$ cat src/hdl/lsBufferDefs_defs.svh
`ifndef LS_BUFFER_DEFS_SVH
`define LS_BUFFER_DEFS_SVH

// Buffer geometry
`define LS_DEPTH      8
`define LS_DATA_W     32
`define LS_TAG_W      4
`define LS_MEM_WORDS  64
`define LS_OP_W       4

// Bit 3 is the store flag, bit 2 the unsigned flag, bits 1..0 the size
`define LS_OP_LB      4'b0000
`define LS_OP_LH      4'b0001
`define LS_OP_LW      4'b0010
`define LS_OP_NOP     4'b0011 // Size 3 has no access and marks an empty slot
`define LS_OP_LBU     4'b0100
`define LS_OP_LHU     4'b0101
`define LS_OP_SB      4'b1000
`define LS_OP_SH      4'b1001
`define LS_OP_SW      4'b1010

`define LS_SIZE_BYTE  2'd0
`define LS_SIZE_HALF  2'd1
`define LS_SIZE_WORD  2'd2

`define LS_TAG_NONE   4'd0

`endif

$ cat src/hdl/lsBufferPkg.sv
`include "lsBufferDefs_defs.svh"

package lsBufferPkg;

    // Decoded view of the memory operation word
    typedef struct packed {
        logic       isStore;
        logic       unsignedLoad;
        logic [1:0] size;        // 0 byte, 1 half, 2 word
    } lsOpFields_s;

    // One word seen either as a raw code or as its decoded fields
    typedef union packed {
        logic [`LS_OP_W-1:0] code;
        lsOpFields_s         f;
    } lsOpWord_u;

endpackage

$ cat src/hdl/lsMemUnit.sv
`timescale 1ns/100ps
`include "lsBufferDefs_defs.svh"

module lsMemUnit
    import lsBufferPkg::*;
(
    input  logic                  clk,
    input  logic                  rst,
    input  logic                  reqValid,
    output logic                  reqReady,
    input  logic [`LS_DATA_W-1:0] reqBase,
    input  logic [`LS_DATA_W-1:0] reqStoreData,
    input  logic [`LS_DATA_W-1:0] reqOffset,
    input  logic [`LS_TAG_W-1:0]  reqDstTag,
    input  lsOpWord_u             reqOp,
    output logic                  lsCdbValid,
    input  logic                  lsCdbReady,
    output logic [`LS_TAG_W-1:0]  lsCdbTag,
    output logic [`LS_DATA_W-1:0] lsCdbData
);
    localparam int IdxW = $clog2(`LS_MEM_WORDS);

    logic [`LS_DATA_W-1:0] mem [`LS_MEM_WORDS];
    logic [`LS_DATA_W-1:0] effAddr;
    logic [IdxW-1:0]       wordIdx;
    logic [1:0]            lane;
    logic [`LS_DATA_W-1:0] memWord;
    logic [3:0]            byteEn;
    logic [`LS_DATA_W-1:0] storeLanes;
    logic [7:0]            loadByte;
    logic [15:0]           loadHalf;
    logic [`LS_DATA_W-1:0] loadData;
    logic                  reqFire, storeFire, loadFire;

    // Stall only while a finished load still waits for the result bus
    assign reqReady  = !lsCdbValid || lsCdbReady;
    assign reqFire   = reqValid && reqReady;
    assign storeFire = reqFire && reqOp.f.isStore;
    assign loadFire  = reqFire && !reqOp.f.isStore;

    assign effAddr = reqBase + reqOffset;
    assign wordIdx = effAddr[2 +: IdxW];
    assign lane    = effAddr[1:0];
    assign memWord = mem[wordIdx];

    always_comb begin
        case (reqOp.f.size)
            `LS_SIZE_BYTE: begin
                byteEn     = 4'b0001 << lane;
                storeLanes = {4{reqStoreData[7:0]}};
            end
            `LS_SIZE_HALF: begin
                byteEn     = lane[1] ? 4'b1100 : 4'b0011;
                storeLanes = {2{reqStoreData[15:0]}};
            end
            default: begin
                byteEn     = 4'b1111;
                storeLanes = reqStoreData;
            end
        endcase
    end

    assign loadByte = memWord[{lane, 3'b000} +: 8];
    assign loadHalf = lane[1] ? memWord[31:16] : memWord[15:0];

    always_comb begin
        case (reqOp.f.size)
            `LS_SIZE_BYTE: loadData = reqOp.f.unsignedLoad ? {24'd0, loadByte}
                                                           : {{24{loadByte[7]}}, loadByte};
            `LS_SIZE_HALF: loadData = reqOp.f.unsignedLoad ? {16'd0, loadHalf}
                                                           : {{16{loadHalf[15]}}, loadHalf};
            default:       loadData = memWord;
        endcase
    end

    always_ff @(posedge clk or posedge rst) begin
        if (rst) begin
            for (int i = 0; i < `LS_MEM_WORDS; i++) begin
                mem[i] <= '0;
            end
        end else if (storeFire) begin
            for (int b = 0; b < 4; b++) begin
                if (byteEn[b]) begin
                    mem[wordIdx][b*8 +: 8] <= storeLanes[b*8 +: 8];
                end
            end
        end
    end

    always_ff @(posedge clk or posedge rst) begin
        if (rst) begin
            lsCdbValid <= 1'b0;
        end else if (loadFire) begin
            lsCdbValid <= 1'b1;
        end else if (lsCdbReady) begin
            lsCdbValid <= 1'b0;
        end
    end

    always_ff @(posedge clk) begin
        if (loadFire) begin
            lsCdbTag  <= reqDstTag;
            lsCdbData <= loadData;
        end
    end

endmodule

$ cat config.mk
export PLATFORM = sky130hd
export DESIGN_NAME = lsMemUnit
export DESIGN_NICKNAME = d
export VERILOG_FILES = /design/src/hdl/lsBufferPkg.sv /design/src/hdl/lsMemUnit.sv
export VERILOG_INCLUDE_DIRS = /design/src /design/src/hdl
export SDC_FILE = /design/constraint.sdc
export NUM_CORES = 2
export LEC_CHECK = 0
export BUFFER_PORTS_ARGS = -buffer_cell sky130_fd_sc_hd__buf_2
export CAP_MARGIN = 30
export CELL_PAD_IN_SITES_DETAIL_PLACEMENT = 0
export CELL_PAD_IN_SITES_GLOBAL_PLACEMENT = 1
export CORE_ASPECT_RATIO = 1.75
export CORE_MARGIN = 2
export CORE_UTILIZATION = 50
export DETAILED_ROUTE_END_ITERATION = 6
export PLACE_DENSITY = 0.85
export REMOVE_ABC_BUFFERS = 1
export SYNTH_ARGS = -nofsm -noshare
export SYNTH_HDL_FRONTEND = slang
export SYNTH_SLANG_ARGS = --single-unit
$ cat constraint.sdc
create_clock -name clk -period 71.4 [get_ports clk]
set_clock_uncertainty 0.15 [all_clocks]
set_input_delay 7.14 -clock clk [delete_from_list [all_inputs] [get_ports clk]]
set_output_delay 7.14 -clock clk [all_outputs]
set_load 0.02 [all_outputs]
==> reports/results.env <==
STATUS='finished clean'
SYNTH.TOP_CELLS.BY_AREA='sky130_fd_sc_hd__dfrtp_1, sky130_fd_sc_hd__mux2_2, sky130_fd_sc_hd__nand2_1'
POWER_PER_STANDARD_CELL_AREA_mW_PER_MM2=33.9
TIMING_WORST_SLEW_PIN_VALUE_PS=1130
FINAL_ANTENNA_NET_COUNT=0
DETAIL_ROUTE.WIRELENGTH_MM=326
BUFFER_PORTS.INSERTED=97
GROUTE.USAGE.OVERALL=0.347
DOMINANTREGCELLSYNTH='sky130_fd_sc_hd__dfrtp_1'
DRT_PRE_ANTENNA_ITERS=7
RSZ0062_AT_GRT='false'
VDD_IR_DROP_MAX_mV=0.0242
HOLDCRITPATHCLASS='reg -> reg'
TOTAL_POWER_W=0.00343
DRT_ITER0_MARKERS=7700
FILL_CELLS=15700
TIMING.CRITICAL_PATH.SLOWEST_CELL_DELAY_PS=200
BOUNDARYPINS=146
CRIT_END_ELEMENT='output pin'
AVGROUTEDWIREPERCELL_UM=28.3
POST-CTS-SETUP-BUFFERS=0
MIN_PERIOD_PS=14910
POST_SYNTHESIS_SEQUENTIAL_AREA_RATIO=0.571
SYNTH_LARGEST_TYPE_AREA_FRACTION=0.559
HIGHEST_CLOCK_RATE_MHz=67.1
DRV_SLEW=0
SETUP-TNS-FINAL_PS=0
VIAS_IN_THE_FIRST_GLOBAL_ROUTE=72300
ROWS=208
LAYOUT_WORST_PATH_CYCLE_SHARE=0.209
CTS_TREE='built'
MOST_NUMEROUS_CELL_IN_THE_YOSYS_NETLIST='sky130_fd_sc_hd__dfrtp_1'
CTS_HOLD_BUF=0
CRIT_REQUIRED_PS=64110
GLOBALPLACE.CONGESTION=0.908
YOSYSWARNINGCOUNT=0
GRT-OVFL-TOTAL=0
ESTIMATED_WIRELENGTH_OF_THE_DETAIL_PLACED_DESIGN_MM=201
FLOORPLAN.DIE.WIDTH_UM=328
ROUTE.VIAS.TOTAL=74000
FINALNETCOUNT=9088
DRC_VIOLATIONS_LEFT=0
CORE_REGION_AREA_MM2=0.183
WORST_PATH_MOST_REPEATED_CELL='sky130_fd_sc_hd__buf_2'
TIMING_WORST_SETUP_PATH_TYPE='in -> out'
LEAKAGE_nW=45.7
EFFECTIVE_UTILIZATION_AT_FLOORPLAN=0.501
MAXCAPVIOLATIONS=0
SYNTH.FF_LATCH_COUNT=2085
EDFF_COUNT_SYNTH=36
START_KIND='input port'
CTS.SINK_COUNT=2085
YOSYS_TOP_CELL_BY_AREA='sky130_fd_sc_hd__dfrtp_1'
FINALSETUPVIOLCOUNT=0
AREA_GROWTH_FROM_SYNTHESIS_TO_LAYOUT_PCT=10.3
PATH_CLK_SLEW_PS=60
CTS-ROOT-BUF='sky130_fd_sc_hd__clkbuf_16'
VIA_COUNT_NORMALIZED_BY_INSTANCE_COUNT=6.42
FLOORPLAN.DIE.HEIGHT_UM=570
LIBRARY_CELL_CONTRIBUTING_THE_LARGEST_SINGLE_DELAY_ON_THE_CRITICAL_PATH='sky130_fd_sc_hd__nand2b_1'
SLEW_HEADROOM=0.244
SYNTH_CELLS=9169
CTS_RESIZED=0
FRACTION_OF_LAYOUT_CELLS_WITH_A_SIZE_SUFFIX_ABOVE_1=0.147
CTS_MAX_PATH_BUFFERS=4
FINISH.UTILIZATION=0.553
POSTSYNTH.ASYNCRESETSHARE=0.983
SYNTH_COMMONEST_CELLS='sky130_fd_sc_hd__dfrtp_1, sky130_fd_sc_hd__nand2_1, sky130_fd_sc_hd__nor2_1'
PATH_CELLS='buf_2 > nand2b_1 > buf_2'
NUMBER_OF_ANTENNA_VIOLATIONS_AT_THE_FIRST_CHECK_IN_GLOBAL_ROUTING=14
PATH_MAX_FANOUT=5
SYNTH_CELL_TYPES=102
PIN_COUNT_OF_THE_BIGGEST_NET_ENTERING_GLOBAL_ROUTING=205
WORST-ENDPOINT-ARRIVAL_PS=7620
CLOCK_TREE.HTREE_LEVEL_COUNT=4
REPORT.FINAL.HOLD_VIOL_COUNT=0
POST_SYNTH_INSTANCE_AREA_MM2=0.0917
DESIGN.DIE.AREA_MM2=0.187
GRT_FIRST_PASS_WIRELENGTH_MM=482
SYN_AVG_CELL_AREA_UM2=10.0
CLOCK_INSERTION_DELAY_WORST_SKEW_PS=880
NUMCTSBUFFERS=189
registers in the layout, summed over array words and instances (netlist names):
signal      count
lsCdbTag        4
lsCdbData      32
lsCdbValid      1
mem          2048
final timing paths:
check                            from         to  slack [ps]  depth (start not counted)
max in group asynchronous         rst   mem[609]       61020                          8
min reg2reg                 mem[1885]  mem[1885]         320                          2
min                         mem[1885]  mem[1885]         320                          2
max reg2reg                lsCdbValid  mem[1459]       67500                          8
max                        lsCdbReady   reqReady       56490                          3
min in group asynchronous         rst  mem[1007]        6300                          2
cell usage in the layout (no fill, tap or decap), drive strengths merged, types with 11 or more instances in the layout:
cell type	n
o22ai	413
o211ai	31
o21bai	14
o221ai	139
a221oi	14
a2111oi	11
o31ai	36
mux4	27
o32a	22
o21ai	987
clkbuf	291
nand4	20
a32oi	44
or4	15
a211oi	56
nand3	129
nor2	1124
a31oi	71
buf	366
o32ai	17
a211o	14
nor3	84
a21o	11
dfrtp	2049
a222oi	11
clkinv	23
and3	46
o22a	17
mux2i	121
or3	18
edfxtp	36
mux2	514
nand2	1357
nor4	25
a22oi	16
a21oi	809
critical path: cells and delay by family:
family                 cells  cell delay (ps)
buffers and inverters      2              280
AND/OR/NAND/NOR            1              200
metal layers:
layer / up-vias / part of all wire / GRT usage
li1: 32000 / - / -
met1: 36800 / 0.36 / 0.417
met2: 3856 / 0.46 / 0.549
met3: 1248 / 0.095 / 0.0781
met4: 12 / 0.087 / 0.256
met5: - / 0.00024 / 0
where the power goes:
group | leakage (nW) | internal, W | switching [W] | total [W]
Combinational | 14.4 | 0.000283 | 0.000567 | 0.000850
Clock | 3.01 | 0.000579 | 0.000452 | 0.00103
Sequential | 28.4 | 0.00143 | 0.000126 | 0.00155
cell families (layout without fill, tap and decap cells):
group / after synthesis / in the layout / share of synthesized area
compound gates: 2795 / 2795 / 0.180
xor+xnor: 9 / 9 / 0.00131
fa+ha+maj: 8 / 8 / 0.00117
buf+inv: 760 / 698 / 0.0373
flops: 2085 / 2085 / 0.571
mux: 662 / 662 / 0.0831
other cells: 0 / 6 / 0
simple gates: 2850 / 2850 / 0.127
stage by stage:
| stage | cell area (µm²) | instances | worst slack [ps] | hold WS, ps |
|---|---|---|---|---|
| finish | 101000 | 11500 | 56490 | 325 |
| floorplan | 88300 | 8413 | 6230 | 292 |
| global placement | 93900 | 11100 | 56510 | 304 |
| detailed placement | 94800 | 11200 | 56500 | 313 |
| CTS | 101000 | 11500 | 56490 | 327 |
| global route | 101000 | 11500 | 56470 | 345 |
cell type report:
class | count | area (µm²) | share of cell area
clock inverter | 37 | 462 | 0.00456
sequential | 2085 | 52400 | 0.518
clock buffer | 289 | 5650 | 0.0558
timing repair buffer | 368 | 3090 | 0.0305
tap | 2415 | 3020 | 0.0299
inverter | 4 | 22.5 | 0.000223
multi-input combinational | 6324 | 36600 | 0.361
antenna | 6 | 15.0 | 0.000148
Note: power is estimated with default switching activity, not from simulation.
