--- src/hdl/lsBufferDefs_defs.svh ---
`ifndef LS_BUFFER_DEFS_SVH
`define LS_BUFFER_DEFS_SVH

// Buffer geometry
`define LS_DEPTH      8
`define LS_DATA_W     32
`define LS_TAG_W      4
`define LS_MEM_WORDS  64
`define LS_OP_W       4

// Bit 3 is the store flag, bit 2 the unsigned flag, bits 1..0 the size
`define LS_OP_LB      4'b0000
`define LS_OP_LH      4'b0001
`define LS_OP_LW      4'b0010
`define LS_OP_NOP     4'b0011 // Size 3 has no access and marks an empty slot
`define LS_OP_LBU     4'b0100
`define LS_OP_LHU     4'b0101
`define LS_OP_SB      4'b1000
`define LS_OP_SH      4'b1001
`define LS_OP_SW      4'b1010

`define LS_SIZE_BYTE  2'd0
`define LS_SIZE_HALF  2'd1
`define LS_SIZE_WORD  2'd2

`define LS_TAG_NONE   4'd0

`endif

--- src/hdl/lsBufferPkg.sv ---
`include "lsBufferDefs_defs.svh"

package lsBufferPkg;

    // Decoded view of the memory operation word
    typedef struct packed {
        logic       isStore;
        logic       unsignedLoad;
        logic [1:0] size;        // 0 byte, 1 half, 2 word
    } lsOpFields_s;

    // One word seen either as a raw code or as its decoded fields
    typedef union packed {
        logic [`LS_OP_W-1:0] code;
        lsOpFields_s         f;
    } lsOpWord_u;

endpackage

--- src/hdl/lsIssue.sv ---
`timescale 1ns/100ps
`include "lsBufferDefs_defs.svh"

module lsIssue
    import lsBufferPkg::*;
(
    input  logic                  clk,
    input  logic                  rst,
    input  logic [`LS_DEPTH-1:0]  lineReady,
    input  logic [`LS_DATA_W-1:0] lineBase      [`LS_DEPTH],
    input  logic [`LS_DATA_W-1:0] lineStoreData [`LS_DEPTH],
    input  logic [`LS_DATA_W-1:0] lineOffset    [`LS_DEPTH],
    input  logic [`LS_TAG_W-1:0]  lineDstTag    [`LS_DEPTH],
    input  lsOpWord_u             lineOp        [`LS_DEPTH],
    output logic [`LS_DEPTH-1:0]  lineFree,
    output logic                  freeValid,
    output logic                  reqValid,
    input  logic                  reqReady,
    output logic [`LS_DATA_W-1:0] reqBase,
    output logic [`LS_DATA_W-1:0] reqStoreData,
    output logic [`LS_DATA_W-1:0] reqOffset,
    output logic [`LS_TAG_W-1:0]  reqDstTag,
    output lsOpWord_u             reqOp
);
    localparam int PtrW = $clog2(`LS_DEPTH);

    logic [PtrW-1:0] head;
    logic [PtrW-1:0] headInc;
    logic [PtrW-1:0] loadIdx;
    logic            reqFire;
    logic            loadReq;

    assign reqFire = reqValid && reqReady;
    assign headInc = (head == PtrW'(`LS_DEPTH - 1)) ? '0 : head + 1'b1;

    // On acceptance the next line in order may load in the same cycle
    assign loadIdx = reqFire ? headInc : head;
    assign loadReq = (!reqValid || reqReady) && lineReady[loadIdx];

    // The request register keeps the fields, so the line is released here
    always_comb begin
        lineFree = '0;
        if (reqFire) begin
            lineFree[head] = 1'b1;
        end
    end

    assign freeValid = reqFire;

    always_ff @(posedge clk or posedge rst) begin
        if (rst) begin
            head     <= '0;
            reqValid <= 1'b0;
        end else begin
            if (reqFire) begin
                head <= headInc;
            end
            if (loadReq) begin
                reqValid <= 1'b1;
            end else if (reqFire) begin
                reqValid <= 1'b0;
            end
        end
    end

    always_ff @(posedge clk) begin
        if (loadReq) begin
            reqBase      <= lineBase[loadIdx];
            reqStoreData <= lineStoreData[loadIdx];
            reqOffset    <= lineOffset[loadIdx];
            reqDstTag    <= lineDstTag[loadIdx];
            reqOp        <= lineOp[loadIdx];
        end
    end

endmodule

--- config.mk ---
export PLATFORM = sky130hd
export DESIGN_NAME = lsIssue
export DESIGN_NICKNAME = d
export VERILOG_FILES = /design/src/hdl/lsBufferPkg.sv /design/src/hdl/lsIssue.sv
export VERILOG_INCLUDE_DIRS = /design/src /design/src/hdl
export SDC_FILE = /design/constraint.sdc
export NUM_CORES = 1
export LEC_CHECK = 0
export ABC_CLOCK_PERIOD_IN_PS = 19840
export BUFFER_PORTS_ARGS = -buffer_cell sky130_fd_sc_hd__buf_2
export CORE_AREA = 5 5 367 369
export DETAILED_ROUTE_END_ITERATION = 6
export DIE_AREA = 0 0 372 374
export MAX_ROUTING_LAYER = met4
export PLACE_DENSITY = 0.3
export SYNTH_ARGS = -nofsm -noshare
export SYNTH_HDL_FRONTEND = slang
export SYNTH_SLANG_ARGS = --single-unit
--- constraint.sdc ---
create_clock -name clk -period 19.84 [get_ports clk]
set_input_delay 0.992 -clock clk [delete_from_list [all_inputs] [get_ports clk]]
set_output_delay 0.992 -clock clk [all_outputs]
set_load 0.1 [all_outputs]
==> impl_metrics.ini, run 1 <==
[clocking]
clockBufferDepth = 2
clk_pin_slew_ns = 0.08
cts_hold_buf = 0
cts-root-buf = clkbuf_16
cts_max_level = 3
clkSinkCount = 108
ctsResizeCount = 0
clock_latency_ns = 0.46
post-cts-setup-buffer-count = 0
numCtsBuffers = 9
cts_tree = yes

[floorplanning]
core.rowCount = 133
die_w_um = 372
die_area_sq_mm = 0.139
fp.coreArea_sq_mm = 0.131
initial_core_util_pct = 8.66
dieHeight_um = 374
ioPinCount = 957

[sta]
holdWs_ns = 0.475
rsz0062_at_grt = no
tightest_slew_ns = 1.11
fin_setup_tns_ns = 0
fin_crit_ns = 4.94
finalCritPeriodShare_pct = 24.9
timing.fmax_mhz = 202
slew_headroom_pct = 25.6
slew_viol_final = 0
skew_ns = 0.0234
setup_viol = 0
hold_violations = 0

[global_routing]
grt_pass1_vias = 16000
grt_pass1_wl_mm = 130
grt_start_max_net_pins = 151
grt_antenna_before_repair = 30
grt_util_all_layers_pct = 13.7
overflow = 0

[worst_setup_path]
crit_required_ns = 20.07
r2r_slack_ns = 14.90
worstSetupStartpointType = flop
critical_path_class = flop to flop
critPathBufInv = 3
crit_path_top_delay_cell = buf_4
crit_chain = ha_1 > ha_1 > and4bb_4 > or2_4 > buf_4 > buf_4 > buf_4 > a211oi_1 > nor4_1
ff2ff_path_depth = 9
cp_top_family = buffers and inverters
r2r-end = reqOffset[14]$_DFFE_PP_
critPathMaxStageDelay_ns = 0.69
crit_arrival_ns = 5.17
cp-end-kind = flop
regToRegStartpoint = head[0]$_DFF_PP0_
critical_path.max_fanout = 60
crit_top_cell = buf_4

[synthesis]
yosysSeqAreaShare_pct = 28.5
ys_ff_latch = 108
syn-instance-count = 1299
ys_types = 30
synth_top_area_share_pct = 27.8
syn_nets = 2144
syn_avg_cell_area_sq_um = 8.72
yosys_warnings = 0
synthTopCellsByArea = a211oi_1 (28%), edfxtp_1 (28%), nor3b_1 (28%)
yosysTopAreaCell = a211oi_1
synth_area_sq_mm = 0.0113

[placement]
dp_cells = 3848
place_congestion = 0.833
dp_hpwl_mm = 78.0
portBuffers = 956

[drt]
first_iter_violations = 846
routed_wl_mm = 98.1
drc_errors = 0
wl_per_cell_um = 25.3
drtPass1Iterations = 5
antenna_left = 0
route.vias.total = 15100
via_per_inst = 3.89

[job]
cap_viol_max_count = 0

[pwr]
powerDensity_mw_per_mm2 = 193
ir_worst_vdd_uv = 147
p_leak_nw = 6.42

[final_layout]
final-instance-count-excl-fill = 3880
postLayoutCoreUtil_pct = 13.9
drive_gt1_share_pct = 47.8
syn2layout_area_growth_pct = 60.2
nets = 2949

[run_status]
outcome = completed

[min_path]
hold_class = input port to asynchronous set/reset pin
-- power by group --
group / leakage (nW) / switching [W] / total, W / internal, W
sequential: 1.03 / 0.0000605 / 0.000560 / 0.000499
combinational: 5.25 / 0.00216 / 0.00272 / 0.000567
clock: 0.140 / 0.000121 / 0.000224 / 0.000102
total: 6.42 / 0.00234 / 0.00351 / 0.00117
-- through the flow --
stage	total power [W]	instance area, sq um	setup WS [ns]
CTS	0.00360	18100	14.86
global placement	0.00336	17800	14.70
global route	0.00371	18100	14.48
finish	0.00351	18100	14.90
detailed placement	0.00334	17800	14.62
floorplan	0.00255	11300	0.196
-- kinds of logic after synthesis --
kind of cell    count (synthesis)  synth area share (%)
mux                             2                 0.199
simple gates                  557                  35.0
fa+ha+maj                       2                 0.221
compound gates                432                  28.6
buf+inv                       198                  7.45
flops                         108                  28.5
-- metal layers --
| metal | vias up | track usage (%) | wire length (um) |
|---|---|---|---|
| met5 | - | - | 0 |
| li1 | 6985 | - | - |
| met1 | 7369 | 15.3 | 38700 |
| met4 | 0 | 4.29 | 2390 |
| met2 | 678 | 23.9 | 49900 |
| met3 | 80 | 3.31 | 7110 |
-- area by class of cell --
| cell class | instances | area, sq um |
|---|---|---|
| antenna | 16 | 40.0 |
| clock buffer | 13 | 250 |
| fill | 15300 | 113000 |
| inverter | 7 | 26.3 |
| clock inverter | 3 | 46.3 |
| timing repair buffer | 985 | 5050 |
| sequential | 108 | 3220 |
| tap | 1755 | 2200 |
| multi-input combinational | 993 | 7310 |
-- synth_stat cells --
master,instances
clkbuf_1,111
a21boi_1,1
o221ai_1,1
nor2_1,6
nor4bb_1,1
o21a_1,3
edfxtp_1,104
nand2b_1,2
nand3b_1,1
o21ai_0,3
buf_1,10
nor3b_1,416
ha_1,2
buf_4,5
mux2_2,2
nor4_1,105
inv_2,1
nor3_1,4
nand4_1,5
inv_1,6
a2111oi_0,1
nand2_1,13
o32ai_1,2
nand4b_1,2
a211oi_1,419
or2_1,1
dfrtp_1,4
buf_2,65
a221oi_1,2
and4bb_1,1
-- layout by cell type (no fill, tap or decap), types with 4 or more instances in the layout --
cell / count
a211oi_1: 419
buf_12: 4
buf_2: 956
buf_4: 25
clkbuf_16: 9
dfrtp_1: 4
diode_2: 16
edfxtp_1: 104
inv_1: 6
nand2_1: 13
nand4_1: 5
nor2_1: 5
nor3_1: 4
nor3b_1: 416
nor4_1: 105
-- sequential cells by signal, summed over array words and instances, names as in the netlist --
| signal | flops |
|---|---|
| reqBase | 32 |
| reqDstTag | 4 |
| reqStoreData | 32 |
| head | 3 |
| reqOp | 4 |
| reqOffset | 32 |
| reqValid | 1 |
-- how the worst max path moves through the flow --
stage	depth (start not counted)	slack [ns]	startpoint	to
after detailed placement	8	14.62	reqReady	reqOffset[3]$_DFFE_PP_
after CTS	9	14.86	head[0]$_DFF_PP0_	reqOffset[3]$_DFFE_PP_
after global routing	9	14.48	head[0]$_DFF_PP0_	reqOffset[3]$_DFFE_PP_
after global placement	8	14.70	reqReady	reqOffset[3]$_DFFE_PP_
after floorplan	6	0.20	reqReady	reqBase[0]$_DFFE_PP_
final	9	14.90	head[0]$_DFF_PP0_	reqOffset[14]$_DFFE_PP_
Power figures use the tool's default switching activity.
==> inputs of run 2 (changes only) <==
Settings changed: ABC_CLOCK_PERIOD_IN_PS 19840 to 4320.
Clock period 19.84 ns to 4.32 ns, I/O delays scaled along.
==> run 2 against run 1 <==
Against the previous run: die area did not move; design area is 3.6% higher; total power grew to 4.8 times the previous value; non-clock buffer count grew 49; setup slack worse by 14 ns; sequential power grew to 4.7 times the previous value; via count is 2.2% higher; fmax grew 42%; clock power rose to 5.0 times the previous value.
==> impl_metrics.ini, run 2 (synthesized netlist as in run 1, its figures left out) <==
[sta]
hold_violations = 0
skew_ns = 0.0120
tightest_slew_ns = 0.924
timing.fmax_mhz = 288
finalCritPeriodShare_pct = 80.5
rsz0062_at_grt = no
holdWs_ns = 0.212
setup_viol = 0
timing.final.ws_setup_ns = 0.844
slew_viol_final = 0
fin_crit_ns = 3.48
slew_headroom_pct = 38.0

[floorplanning]
fp.coreArea_sq_mm = 0.131
die_w_um = 372
ioPinCount = 957
dieHeight_um = 374
initial_core_util_pct = 8.66
core.rowCount = 133
die_area_sq_mm = 0.139

[clocking]
cts_max_level = 3
cts_tree = yes
ctsResizeCount = 0
post-cts-setup-buffer-count = 0
clock_latency_ns = 0.43
clk_pin_slew_ns = 0.09
cts-root-buf = clkbuf_16
cts_hold_buf = 1
numCtsBuffers = 9
clkSinkCount = 108
clockBufferDepth = 2

[job]
cap_viol_max_count = 0

[global_routing]
grt_pass1_vias = 16300
grt_util_all_layers_pct = 14.2
grt_antenna_before_repair = 29
grt_start_max_net_pins = 115
grt_pass1_wl_mm = 135
overflow = 0

[final_layout]
layout_common_cells = buf_2 (956), a211oi_1 (417), nor3b_1 (416)
drive_gt1_share_pct = 49.5
n_fill_cell = 15300
nets = 2998
multi_input_area_sq_mm = 0.00738
top_regs = reqBase: 32 flops, reqOffset: 32 flops, reqStoreData: 32 flops
syn2layout_area_growth_pct = 66.0
regArea_sq_mm = 0.00323
final_common_cell = buf_2
final-instance-count-excl-fill = 3928

[placement]
portBuffers = 956
place_congestion = 0.905
pre_cts_slack_ns = 0.528
dp_hpwl_mm = 83.5
dp_cells = 3896

[drt]
antenna_left = 0
route.vias.total = 15400
via_per_inst = 3.93
drtPass1Iterations = 5
drc_errors = 0
first_iter_violations = 714
routed_wl_mm = 102
wl_per_cell_um = 26.0

[min_path]
hold_class = input port to flop

[worst_setup_path]
worstSetupStartpointType = flop
critical_path.max_fanout = 38
cp-end-kind = flop
critical_path_class = flop to flop
crit_required_ns = 4.62
crit_arrival_ns = 3.77

[pwr]
p_leak_nw = 6.76
powerDensity_mw_per_mm2 = 903
ir_worst_vdd_uv = 446

[run_status]
outcome = completed
[run 2: report_power, final]
part           total [W]  internal (W)  switching [W]
logic             0.0132       0.00317         0.0100
clock network    0.00113      0.000574       0.000560
registers        0.00262       0.00229       0.000331
total             0.0170       0.00603         0.0109
[run 2: layout make-up]
type	instances	area share [%]
Antenna cell	15	0.200
Clock buffer	9	1.20
Clock inverter	7	0.652
Inverter	7	0.140
Multi-Input combinational cell	993	39.3
Sequential cell	108	17.2
Tap cell	1755	11.7
Timing Repair Buffer	1034	29.7
[run 2: routing by layer]
layer  up-vias  wire (um)  share of wire (%)  global-route usage [%]
met5         -          0                  0                       -
met4         0       2080                2.0                    3.26
met3        67       6470                6.3                    3.28
met2       675      53700                 53                    25.7
met1      7613      39800                 39                    15.7
li1       7086          -                  -                       -
[run 2: stage by stage]
step                power (W)  utilization, %  instance area, sq um  TNS (ns)
finish                 0.0170            14.4                 18800         0
detailed placement     0.0162            14.1                 18400         0
global route           0.0179            14.4                 18800         0
global placement       0.0163            14.1                 18400         0
CTS                    0.0174            14.3                 18800         0
floorplan              0.0115               -                 11400   -118.11
[run 2: path summary, 6_finish.rpt]
check / to / cells past startpoint / start / slack, ns
worst min register to register: head[1]$_DFF_PP0_ / 2 / head[1]$_DFF_PP0_ / 0.65
max in group asynchronous: reqValid$_DFFE_PP0P_ / 3 / rst / 3.84
worst max-delay path: reqBase[1]$_DFFE_PP_ / 8 / head[0]$_DFF_PP0_ / 0.84
min in group asynchronous: head[0]$_DFF_PP0_ / 3 / rst / 0.26
worst min-delay path: reqStoreData[19]$_DFFE_PP_ / 3 / lineStoreData[147] / 0.21
worst max register to register: reqBase[1]$_DFFE_PP_ / 8 / head[0]$_DFF_PP0_ / 0.84
[run 2: critical path, stage by stage (launching register included)]
cell and delay [ns]:
dfrtp_1 0.61, ha_2 0.31, ha_4 0.17, and4bb_4 0.42, or2_4 0.41, buf_12 0.28, a211oi_1 0.11, nor4_1 0.76
buf_4 0.24
