<file path="src/hdl/lsBufferDefs_defs.svh">
`ifndef LS_BUFFER_DEFS_SVH
`define LS_BUFFER_DEFS_SVH

// Buffer geometry
`define LS_DEPTH      8
`define LS_DATA_W     32
`define LS_TAG_W      4
`define LS_MEM_WORDS  64
`define LS_OP_W       4

// Bit 3 is the store flag, bit 2 the unsigned flag, bits 1..0 the size
`define LS_OP_LB      4'b0000
`define LS_OP_LH      4'b0001
`define LS_OP_LW      4'b0010
`define LS_OP_NOP     4'b0011 // Size 3 has no access and marks an empty slot
`define LS_OP_LBU     4'b0100
`define LS_OP_LHU     4'b0101
`define LS_OP_SB      4'b1000
`define LS_OP_SH      4'b1001
`define LS_OP_SW      4'b1010

`define LS_SIZE_BYTE  2'd0
`define LS_SIZE_HALF  2'd1
`define LS_SIZE_WORD  2'd2

`define LS_TAG_NONE   4'd0

`endif

</file>
<file path="src/hdl/lsBufferPkg.sv">
`include "lsBufferDefs_defs.svh"

package lsBufferPkg;

    // Decoded view of the memory operation word
    typedef struct packed {
        logic       isStore;
        logic       unsignedLoad;
        logic [1:0] size;        // 0 byte, 1 half, 2 word
    } lsOpFields_s;

    // One word seen either as a raw code or as its decoded fields
    typedef union packed {
        logic [`LS_OP_W-1:0] code;
        lsOpFields_s         f;
    } lsOpWord_u;

endpackage

</file>
<file path="src/hdl/lsAllocator.sv">
`timescale 1ns/100ps
`include "lsBufferDefs_defs.svh"

module lsAllocator
    import lsBufferPkg::*;
(
    input  logic                 clk,
    input  logic                 rst,
    input  logic                 dispValid,
    input  lsOpWord_u            opWord,
    output logic                 dispReady,
    input  logic                 freeValid,
    output logic [`LS_DEPTH-1:0] allocEn
);
    localparam int PtrW = $clog2(`LS_DEPTH);

    logic [PtrW-1:0] tail;
    logic [PtrW:0]   count;
    logic            doAlloc;

    assign dispReady = (count < `LS_DEPTH);

    // NOP is still accepted so the dispatcher moves on
    assign doAlloc = dispValid && dispReady && (opWord.code != `LS_OP_NOP);

    always_comb begin
        allocEn = '0;
        if (doAlloc) begin
            allocEn[tail] = 1'b1;
        end
    end

    always_ff @(posedge clk or posedge rst) begin
        if (rst) begin
            tail  <= '0;
            count <= '0;
        end else begin
            if (doAlloc) begin
                tail <= (tail == PtrW'(`LS_DEPTH - 1)) ? '0 : tail + 1'b1; // Circular fill
            end
            case ({doAlloc, freeValid})
                2'b10: count <= count + 1'b1;
                2'b01: count <= count - 1'b1;
                default: count <= count; // Both or neither leave it alone
            endcase
        end
    end

endmodule

</file>
<file path="config.mk">
export PLATFORM = sky130hd
export DESIGN_NAME = lsAllocator
export DESIGN_NICKNAME = d
export VERILOG_FILES = /design/src/hdl/lsBufferPkg.sv /design/src/hdl/lsAllocator.sv
export VERILOG_INCLUDE_DIRS = /design/src /design/src/hdl
export SDC_FILE = /design/constraint.sdc
export NUM_CORES = 1
export LEC_CHECK = 0
export BUFFER_PORTS_ARGS = -buffer_cell sky130_fd_sc_hd__buf_2
export CAP_MARGIN = 20
export CORE_AREA = 2 2 39 41
export CTS_CLUSTER_DIAMETER = 150
export DETAILED_ROUTE_END_ITERATION = 6
export DIE_AREA = 0 0 41 43
export PLACE_DENSITY_LB_ADDON = 0.3
export SYNTH_ARGS = -nofsm -noshare
export SYNTH_HDL_FRONTEND = slang
export SYNTH_SLANG_ARGS = --single-unit
</file>
<file path="constraint.sdc">
create_clock -name clk -period 2.3 [get_ports clk]
set_input_delay 0.115 -clock clk [delete_from_list [all_inputs] [get_ports clk]]
set_output_delay 0.115 -clock clk [all_outputs]
set_load 0.01 [all_outputs]
</file>
==> metrics.cfg, run 1 <==
[critical_path]
critical_path.max_stage_delay_ps=350
crit_top_cell=xor2_1
crit_required_ps=2430
arrival_ps=2080
endpoint=count[2]
r2r_cells=10
r2r_start=count[3]
r2r-end=count[2]
reg2reg_slack_ps=350
worstSetupEndpointType=register
crit_path_start=count[3]
worstSetupPathType=register to register
cp_slowest_cell=dfrtp_1
path_cells=inv_1 -> o311a_1 -> inv_1 -> ha_1 -> xor2_1 -> ha_1 -> a21oi_1 -> xor2_1 -> nor2_1 -> xor2_1
cp_max_fo=6
critPathLaunchType=register

[clock_tree]
h-tree-depth=1
cts_num_sinks=7
clockBufferDepth=2
root_buffer=clkbuf_4
cts_buffers=3
cts.reportedPaths.clkPinSlew_ps=50
cts_resized=0
tritoncts=built
clock_latency_ps=250

[global_route]
grtUsageMet1=0.1424
grt_max_degree=10
grtUsageMet2=0.1656
grt.overflow.total=0
grt_util_met3=0.04712
grt_pass1_wl_um=1407
antenna_found_initial=0
track_usage=0.1216
grt_pass1_vias=372
grt.busiest_layer=met2

[route]
vias_per_cell=4.859
dr.pass1.iters=2
drc=0
ant_nets=0
routed_wl_um=857
route.vias.total=413
drt_iter0_drc=2
wl_per_cell_um=10.08

[sta]
rsz0062_at_grt=no
finalSetupTns_ps=0
finalHoldViolCount=0
worst_slack_ps=350.4
tightest_slew_ps=266.3
drv_slew=0
maxSlewHeadroom=0.8223
fmax_ghz=0.5129
setup_viol=0
layout_min_cycle_time_ps=1950
skew_ps=0.6287
timing.final.crit_share=0.8476

[power_and_ir_drop]
power.internal_mw=0.4393
finalPower_mw=0.7258
p_leak_nw=0.3042
sw_frac_of_total=0.3948
switching_power_mw=0.2865
seqPwrFrac=0.374
power.density_nw_per_um2=1189
p_clk_frac=0.154
vdd_drop_max_mv=0.4590
p_comb_frac=0.472

[synthesis]
synth_flop_cell=dfrtp_1
synth_edf_count=0
async_flop_share=1.000
ys_ff_latch=7
synthTopCellsByArea=dfrtp_1 38%, ha_1 13%, mux2_2 7.2%
syn-cell-area_um2=466.7
synthDistinctLibCells=19
syn-num-nets=60
netlist_instances=47
netlist.area_leader.share=0.3753
synth_top_cell_by_area=dfrtp_1
ys_seq_area_frac=0.3753
yosysWarnings=0
syn_avg_cell_area_um2=9.930

[placed_design]
routabilityCongestion=0.6433
place_inst=80
place_ws_ps=350.5
place.detailed.hpwl_um=665.7
portBuffers=16

[die]
start_util=0.3373
dieHeight_um=43
pin_count=17
die_x_um=41
core-area_um2=1384
die_area_um2=1763
num_rows=14

[run]
drv_cap=0

[layout]
fin_nets=83
drive_gt1_frac=0.3623
area_growth_syn_to_layout_pct=30.83
num_antenna_cells=0
final_cell_count_no_fill=85

[min_path]
hp-start=freeValid
hold_path_class=input port to register

[status]
status=finished clean

## worst max-delay path, delay by kind of cell (launching register included)
kind | cells | cell delay, ps
xor+xnor | 3 | 480
fa+ha+maj | 2 | 440
flops | 1 | 350
compound gates | 2 | 330
buf+inv | 2 | 150
simple gates | 1 | 60
## sequential cells by signal, summed over array words and instances, names as in the netlist
register / count
count: 4
tail: 3
## cell families after synthesis
kind of cell / count (synthesis) / share of synthesized area
mux: 3 / 0.07238
compound gates: 7 / 0.1099
fa+ha+maj: 5 / 0.1340
simple gates: 16 / 0.1823
buf+inv: 4 / 0.03216
xor+xnor: 5 / 0.09385
flops: 7 / 0.3753
## stage by stage
stage / util / cell area, um^2 / hold WS (ps)
6_report: 0.4412 / 610.6 / 316.3
5_1_grt: 0.4412 / 610.6 / 343.9
4_1_cts: 0.4412 / 610.6 / 310.8
3_5_place_dp: 0.4150 / 574.3 / 60.04
3_3_place_gp: 0.4150 / 574.3 / 61.04
2_1_floorplan: - / 466.7 / -81.60
## worst min-delay path by stage
stage	to	slack, ps	depth (start not counted)
finish	count[0]	320	3
global placement	count[1]	60	2
global route	count[0]	340	3
detailed placement	tail[2]	60	2
CTS	count[0]	310	3
floorplan	count[0]	-80	1
## per-layer routing
metal | up-vias | share of wire
met5 | - | 0
met1 | 188 | 0.47
met3 | 2 | 0.064
met4 | 0 | 0.0093
met2 | 10 | 0.45
li1 | 213 | -
## cells in the final DEF (no fill, tap or decap), drive strengths merged
cell	instances
a211o	1
a211oi	1
a21oi	3
buf	17
clkbuf	4
dfrtp	7
dlygate4sd3	1
ha	5
inv	4
mux2	3
nand2	3
nand2b	1
nand3b	1
nor2	4
nor3	4
nor3b	2
o21ai	1
o311a	1
or4b	1
xnor2	2
xor2	3
## power by group through the flow
stage | Sequential, mW | Clock, mW | Combinational (mW)
global route | 0.283 | 0.124 | 0.398
floorplan | 0.254 | 0 | 0.270
CTS | 0.272 | 0.119 | 0.350
finish | 0.272 | 0.111 | 0.343
detailed placement | 0.274 | 0 | 0.347
global placement | 0.270 | 0 | 0.333
## cell usage after synthesis, types with 2 or more instances
library cell  count
mux2_2            3
inv_1             4
a21oi_1           2
ha_1              5
xor2_1            3
nor2_1            4
nand2_1           3
xnor2_1           2
nor3_1            4
dfrtp_1           7
nor3b_1           2
## timing repair
| action | 4_1_cts | 5_1_grt |
|---|---|---|
| setup buffers | 0 | 0 |
| hold buffers | 1 | 0 |
| endpoints found under the hold margin | 7 | 0 |
## final cells by class
class	instances	area, um^2
sequential	7	175.2
timing repair buffer	18	97.59
clock buffer	4	26.28
inverter	4	15.01
multi-input combinational	36	276.5
tap	16	20.02
fill	143	773.2
Power figures use the tool's default switching activity.
==> inputs of run 2 (changes only) <==
==> constraint.sdc (replaced) <==
create_clock -name clk -period 1.9 [get_ports clk]
set_input_delay 0.095 -clock clk [delete_from_list [all_inputs] [get_ports clk]]
set_output_delay 0.095 -clock clk [all_outputs]
set_load 0.01 [all_outputs]
==> run 2 against run 1 <==
  * Via count is 2.4% higher
  * Register-to-register slack worse by 250 ps
  * Clock power grew 19%
  * Core utilization is 3.1 points higher
  * Sequential cell count unchanged
==> metrics.cfg, run 2 (same netlist as run 1, synthesis figures left out) <==
[status]
status=finished clean  ; unchanged

[die]
die_area_um2=1763  ; unchanged
die_x_um=41  ; unchanged
num_rows=14  ; unchanged
start_util=0.3373  ; unchanged
dieHeight_um=43  ; unchanged
core-area_um2=1384  ; unchanged
pin_count=17  ; unchanged

[route]
vias_per_cell=4.807  ; was 4.859
ant_nets=0  ; unchanged
route.vias.total=423  ; was 413
wl_per_cell_um=9.909  ; was 10.08 um
routed_wl_um=872  ; was 857 um
drt_iter0_drc=7  ; was 2
drc=0  ; unchanged
dr.pass1.iters=2  ; unchanged

[layout]
drive_gt1_frac=0.4722  ; was 0.3623
area_growth_syn_to_layout_pct=39.95  ; was 30.83%
reg.largest.list=count (4), tail (3)  ; unchanged
fin_area_um2=653.1  ; was 610.6 um^2
final_common_cell=buf_2  ; unchanged
largest_reg_flops=4  ; unchanged
max_flop_register=count  ; unchanged
final_cell_mix=16 x buf_2, 7 x dfrtp_1, 4 x nor2_1, 4 x nor3_1, 4 x buf_4  ; was 16 x buf_2, 7 x dfrtp_1, 5 x ha_1
final_cell_count_no_fill=88  ; was 85
multi_input_area_um2=296.5  ; was 276.5 um^2
regArea_um2=175.2  ; unchanged
nFillCells=143  ; unchanged
fin_nets=86  ; was 83
num_antenna_cells=0  ; unchanged

[min_path]
hp-start=freeValid  ; unchanged
hold_path_class=input port to register  ; unchanged
min_to=count[0]  ; unchanged
hold-path-cell-count=3  ; unchanged

[placed_design]
place_ws_ps=31.38  ; was 350.5 ps
portBuffers=16  ; unchanged
placed_area_um2=593.1  ; was 574.3 um^2
place_inst=81  ; was 80
place.detailed.hpwl_um=691.3  ; was 665.7 um
routabilityCongestion=0.6820  ; was 0.6433

[run]
drv_cap=0  ; unchanged

[power_and_ir_drop]
p_leak_nw=0.3193  ; was 0.3042 nW
p_comb_frac=0.504  ; was 0.472
vdd_drop_max_mv=0.5820  ; was 0.4590 mV
seqPwrFrac=0.356  ; was 0.374
power.density_nw_per_um2=1437  ; was 1189 nW/um^2
p_clk_frac=0.140  ; was 0.154
power.internal_mw=0.5704  ; was 0.4393 mW
sw_frac_of_total=0.3923  ; was 0.3948
switching_power_mw=0.3683  ; was 0.2865 mW

[critical_path]
arrival_ps=1930  ; was 2080 ps
crit_top_cell=xor2_1  ; unchanged
critical_path.max_stage_delay_ps=370  ; was 350 ps
cp_slowest_cell=dfrtp_1  ; unchanged
reg2reg_slack_ps=100  ; was 350 ps
r2r_start=count[3]  ; unchanged
worstSetupEndpointType=register  ; unchanged
path_cells=inv_2 -> o311a_4 -> inv_2 -> ha_2 -> xor2_1 -> ha_2 -> a21oi_2 -> xor2_1 -> nor2_1 -> xor2_1  ; was inv_1 -> o311a_1 -> inv_1 -> ha_1 -> xor2_1 -> ha_1 -> a21oi_1 -> xor2_1 -> nor2_1 -> xor2_1
crit_buf_inv=2  ; unchanged
critPathLaunchType=register  ; unchanged
cp_max_fo=3  ; was 6
r2r-end=count[2]  ; unchanged
cp_top_family=XOR/XNOR gates  ; unchanged
worstSetupPathType=register to register  ; unchanged
r2r_cells=10  ; unchanged
crit_required_ps=2020  ; was 2430 ps

[global_route]
grt_pass1_wl_um=1483  ; was 1407 um
track_usage=0.1217  ; was 0.1216
grt_max_degree=10  ; unchanged
grt.overflow.total=0  ; unchanged
antenna_found_initial=0  ; unchanged
grt_pass1_vias=376  ; was 372

[sta]
skew_ps=6.644  ; was 0.6287 ps
fmax_ghz=0.5550  ; was 0.5129 GHz
layout_min_cycle_time_ps=1802  ; was 1950 ps
setup_viol=0  ; unchanged
worst_slack_ps=98.22  ; was 350.4 ps
tightest_slew_ps=256.3  ; was 266.3 ps
timing.final.crit_share=0.9483  ; was 0.8476
drv_slew=0  ; unchanged
finalHoldViolCount=0  ; unchanged
maxSlewHeadroom=0.8290  ; was 0.8223

[clock_tree]
cts_num_sinks=7  ; unchanged
root_buffer=clkbuf_4  ; unchanged
cts.reportedPaths.clkPinSlew_ps=50  ; about the same
tritoncts=built  ; unchanged
h-tree-depth=1  ; unchanged
clockBufferDepth=2  ; unchanged
cts_buffers=3  ; unchanged
clock_latency_ps=250  ; about the same

-- run 2: cell types whose count changed in the layout (fill, tap and decap cells not counted), sizes merged --
cell / previous run / this run
buf: 17 / 20
-- run 2: through the flow --
step	utilization	hold WS (ps)	power (mW)	TNS [ps]
5_1_grt	0.4720	326.0	1.038	-16.59
3_5_place_dp	0.4286	36.94	0.7694	0
2_1_floorplan	-	-101.6	0.6456	0
6_report	0.4720	291.0	0.9387	0
3_3_place_gp	0.4286	33.08	0.7629	0
4_1_cts	0.4548	276.2	0.9114	0
-- run 2: area by class of cell --
| cell class | instances | share of cell area |
|---|---|---|
| clock buffers | 4 | 0.04023 |
| inverters | 4 | 0.02299 |
| multi-input cells | 36 | 0.4540 |
| flip-flops and latches | 7 | 0.2682 |
| well taps | 16 | 0.03065 |
| repair buffers | 21 | 0.1839 |
-- run 2: how the worst max path moves through the flow --
stage | start | to | slack [ps] | depth (start not counted)
final | count[3] | count[2] | 100 | 10
after detailed placement | count[3] | count[2] | 30 | 10
after global placement | count[3] | count[2] | 60 | 10
after floorplan | count[3] | count[2] | 3 | 10
after global routing | count[3] | count[2] | -20 | 10
after CTS | count[3] | count[2] | 0.04 | 10
-- run 2: repair_timing --
| action | 4_1_cts | 5_1_grt |
|---|---|---|
| hold buffers | 1 | 0 |
| setup buffers | 0 | 2 |
| hold endpoints to repair | 7 | 0 |
| resized for setup | 0 | 4 |
| endpoints found under the setup margin | 0 | 1 |
-- run 2: worst min-delay path, cell delays in order --
cell and delay, ps:
buf_2 100, ha_1 220, xnor2_1 90
-- run 2: layer usage --
| metal | share of wire | up-vias | routed length, um | global-route usage |
|---|---|---|---|---|
| met5 | 0 | - | 0 | 0 |
| met4 | 0 | 0 | 0 | 0.04000 |
| met3 | 0.058 | 0 | 51 | 0.04712 |
| met2 | 0.45 | 10 | 389 | 0.1781 |
| met1 | 0.49 | 198 | 430 | 0.1595 |
| li1 | - | 215 | - | - |
-- run 2: power groups by stage --
| stage | Clock (mW) | Sequential [mW] | Combinational, mW |
|---|---|---|---|
| detailed placement | 0 | 0.332 | 0.437 |
| global route | 0.147 | 0.348 | 0.543 |
| global placement | 0 | 0.332 | 0.431 |
| finish | 0.132 | 0.334 | 0.473 |
| floorplan | 0 | 0.309 | 0.336 |
| CTS | 0.141 | 0.329 | 0.441 |
==> inputs of run 3 (changes only) <==
--- a/config.mk
+++ b/config.mk
@@ -12,7 +12,7 @@
 export CTS_CLUSTER_DIAMETER = 150
 export DETAILED_ROUTE_END_ITERATION = 6
 export DIE_AREA = 0 0 41 43
-export PLACE_DENSITY_LB_ADDON = 0.3
+export PLACE_DENSITY = 0.63
 export SYNTH_ARGS = -nofsm -noshare
 export SYNTH_HDL_FRONTEND = slang
 export SYNTH_SLANG_ARGS = --single-unit
==> run 3 against run 2 <==
  * Worst setup slack worse by 19 ps
  * First-iteration DRC count down 29%
  * Non-clock buffer count did not move
  * Maximum frequency down 1.1%
  * Design area rose by 2.7%
  * Clock power barely moved
==> metrics.cfg, run 3 (same netlist as run 1, synthesis figures left out) <==
[critical_path]
crit_required_ps=2030  ; was 2020 ps
cp_max_fo=4  ; was 3
cp_top_family=XOR/XNOR gates  ; unchanged
cp_slowest_cell=dfrtp_1  ; unchanged
path_cells=inv_2 -> o311a_4 -> inv_1 -> ha_4 -> xor2_2 -> ha_2 -> a21oi_2 -> xor2_1 -> nor2_1 -> xor2_1  ; was inv_2 -> o311a_4 -> inv_2 -> ha_2 -> xor2_1 -> ha_2 -> a21oi_2 -> xor2_1 -> nor2_1 -> xor2_1
arrival_ps=1950  ; was 1930 ps
critical_path.max_stage_delay_ps=370  ; about the same
crit_buf_inv=2  ; unchanged
crit_top_cell=xor2_1  ; unchanged
critPathLaunchType=register  ; unchanged
worstSetupPathType=register to register  ; unchanged
worstSetupEndpointType=register  ; unchanged

[placed_design]
place.detailed.hpwl_um=663.6  ; was 691.3 um
placed_area_um2=600.6  ; was 593.1 um^2
portBuffers=16  ; unchanged
routabilityCongestion=0.6906  ; was 0.6820

[global_route]
track_usage=0.1275  ; was 0.1217
grt_max_degree=10  ; unchanged
grt_pass1_vias=415  ; was 376
antenna_found_initial=0  ; unchanged
grt.overflow.total=0  ; unchanged
grt_pass1_wl_um=1511  ; was 1483 um

[sta]
whs_ps=310.5  ; was 291.0 ps
tightest_slew_ps=260.8  ; was 256.3 ps
finalHoldViolCount=0  ; unchanged
finalSetupTns_ps=0  ; unchanged
layout_min_cycle_time_ps=1821  ; was 1802 ps
maxSlewHeadroom=0.8259  ; was 0.8290
drv_slew=0  ; unchanged
setup_viol=0  ; unchanged
fmax_ghz=0.5492  ; was 0.5550 GHz
skew_ps=7.473  ; was 6.644 ps
timing.final.crit_share=0.9584  ; was 0.9483

[clock_tree]
h-tree-depth=1  ; unchanged
clockBufferDepth=2  ; unchanged
cts_num_sinks=7  ; unchanged
clock_latency_ps=250  ; about the same
tritoncts=built  ; unchanged
root_buffer=clkbuf_4  ; unchanged
cts.reportedPaths.clkPinSlew_ps=50  ; about the same
cts_buffers=3  ; unchanged

[route]
dr.pass1.iters=2  ; unchanged
ant_nets=0  ; unchanged
route.vias.total=405  ; was 423
drc=0  ; unchanged
wl_per_cell_um=10.08  ; was 9.909 um
drt_iter0_drc=5  ; was 7
vias_per_cell=4.602  ; was 4.807
routed_wl_um=887  ; was 872 um

[die]
dieHeight_um=43  ; unchanged
start_util=0.3373  ; unchanged
core-area_um2=1384  ; unchanged
pin_count=17  ; unchanged
die_area_um2=1763  ; unchanged
num_rows=14  ; unchanged
die_x_um=41  ; unchanged

[layout]
final_util=0.4846  ; was 0.4720
fin_area_um2=670.6  ; was 653.1 um^2
multi_input_area_um2=314.1  ; was 296.5 um^2
max_flop_register=count  ; unchanged
nFillCells=135  ; was 143
final_common_cell=buf_2  ; unchanged
fin_nets=86  ; unchanged
largest_reg_flops=4  ; unchanged
regArea_um2=175.2  ; unchanged
reg.largest.list=count (4), tail (3)  ; unchanged
final_cell_mix=16 x buf_2, 7 x dfrtp_1, 4 x nor2_1, 4 x nor3_1, 4 x buf_4  ; unchanged
area_growth_syn_to_layout_pct=43.70  ; was 39.95%
drive_gt1_frac=0.4722  ; unchanged
num_antenna_cells=0  ; unchanged

[power_and_ir_drop]
p_comb_frac=0.506  ; was 0.504
power.density_nw_per_um2=1409  ; was 1437 nW/um^2
switching_power_mw=0.3696  ; was 0.3683 mW
seqPwrFrac=0.355  ; was 0.356
sw_frac_of_total=0.3912  ; was 0.3923
p_clk_frac=0.139  ; was 0.140
power.internal_mw=0.5752  ; was 0.5704 mW
p_leak_nw=0.3225  ; was 0.3193 nW
vdd_drop_max_mv=0.6575  ; was 0.5820 mV

[run]
drv_cap=0  ; unchanged

[min_path]
hold_path_class=input port to asynchronous set/reset pin  ; was input port to register

[status]
status=finished clean  ; unchanged

## run 3: cell counts in the layout (fill, tap and decap cells not counted)
Identical to the previous run, type by type.
## run 3: power by group through the flow
stage	Combinational, mW	Sequential [mW]	Clock (mW)
5_1_grt	0.535	0.357	0.149
2_1_floorplan	0.336	0.309	0
4_1_cts	0.442	0.330	0.139
3_3_place_gp	0.424	0.330	0
6_report	0.478	0.335	0.132
3_5_place_dp	0.436	0.333	0
## run 3: worst paths after layout
kind / from / end / slack [ps] / depth (start not counted)
worst max register to register: count[3] / count[2] / 80 / 10
worst min-delay path: rst / count[0] / 310 / 3
min in group clk: opWord[2] / tail[1] / 350 / 4
worst max-delay path: count[3] / count[2] / 80 / 10
max in group asynchronous: rst / count[1] / 1370 / 3
worst min register to register: count[2] / count[2] / 490 / 1
## run 3: metrics by stage
stage | power, mW | worst slack [ps] | instances
4_1_cts | 0.9110 | 5.331 | 87
6_report | 0.9448 | 79.05 | 88
3_5_place_dp | 0.7695 | 24.08 | 82
2_1_floorplan | 0.6456 | 3.246 | 47
3_3_place_gp | 0.7542 | 43.32 | 82
5_1_grt | 1.040 | -10.14 | 88
## run 3: timing repair
item / CTS / global route
buffers inserted: 0 / 1
endpoints found under the hold margin: 7 / 0
setup endpoints to repair: 0 / 1
resized for setup: 0 / 5
hold buffers: 1 / 0
## run 3: metal layers
metal | track usage | routed length (um) | vias to the layer above
li1 | - | - | 215
met1 | 0.1518 | 402 | 180
met2 | 0.1844 | 435 | 10
met3 | 0.07853 | 49 | 0
met4 | 0.04000 | 0 | 0
met5 | 0 | 0 | -
## run 3: layout make-up
type / instances / area share
multi-input combinational: 36 / 0.4683
inverter: 4 / 0.02239
timing repair buffer: 21 / 0.1791
clock buffer: 4 / 0.03918
sequential: 7 / 0.2612
tap: 16 / 0.02985
## run 3: worst min-delay path, cell delays in order
cell           delay, ps
dlygate4sd3_1        530
buf_2                120
inv_1                200
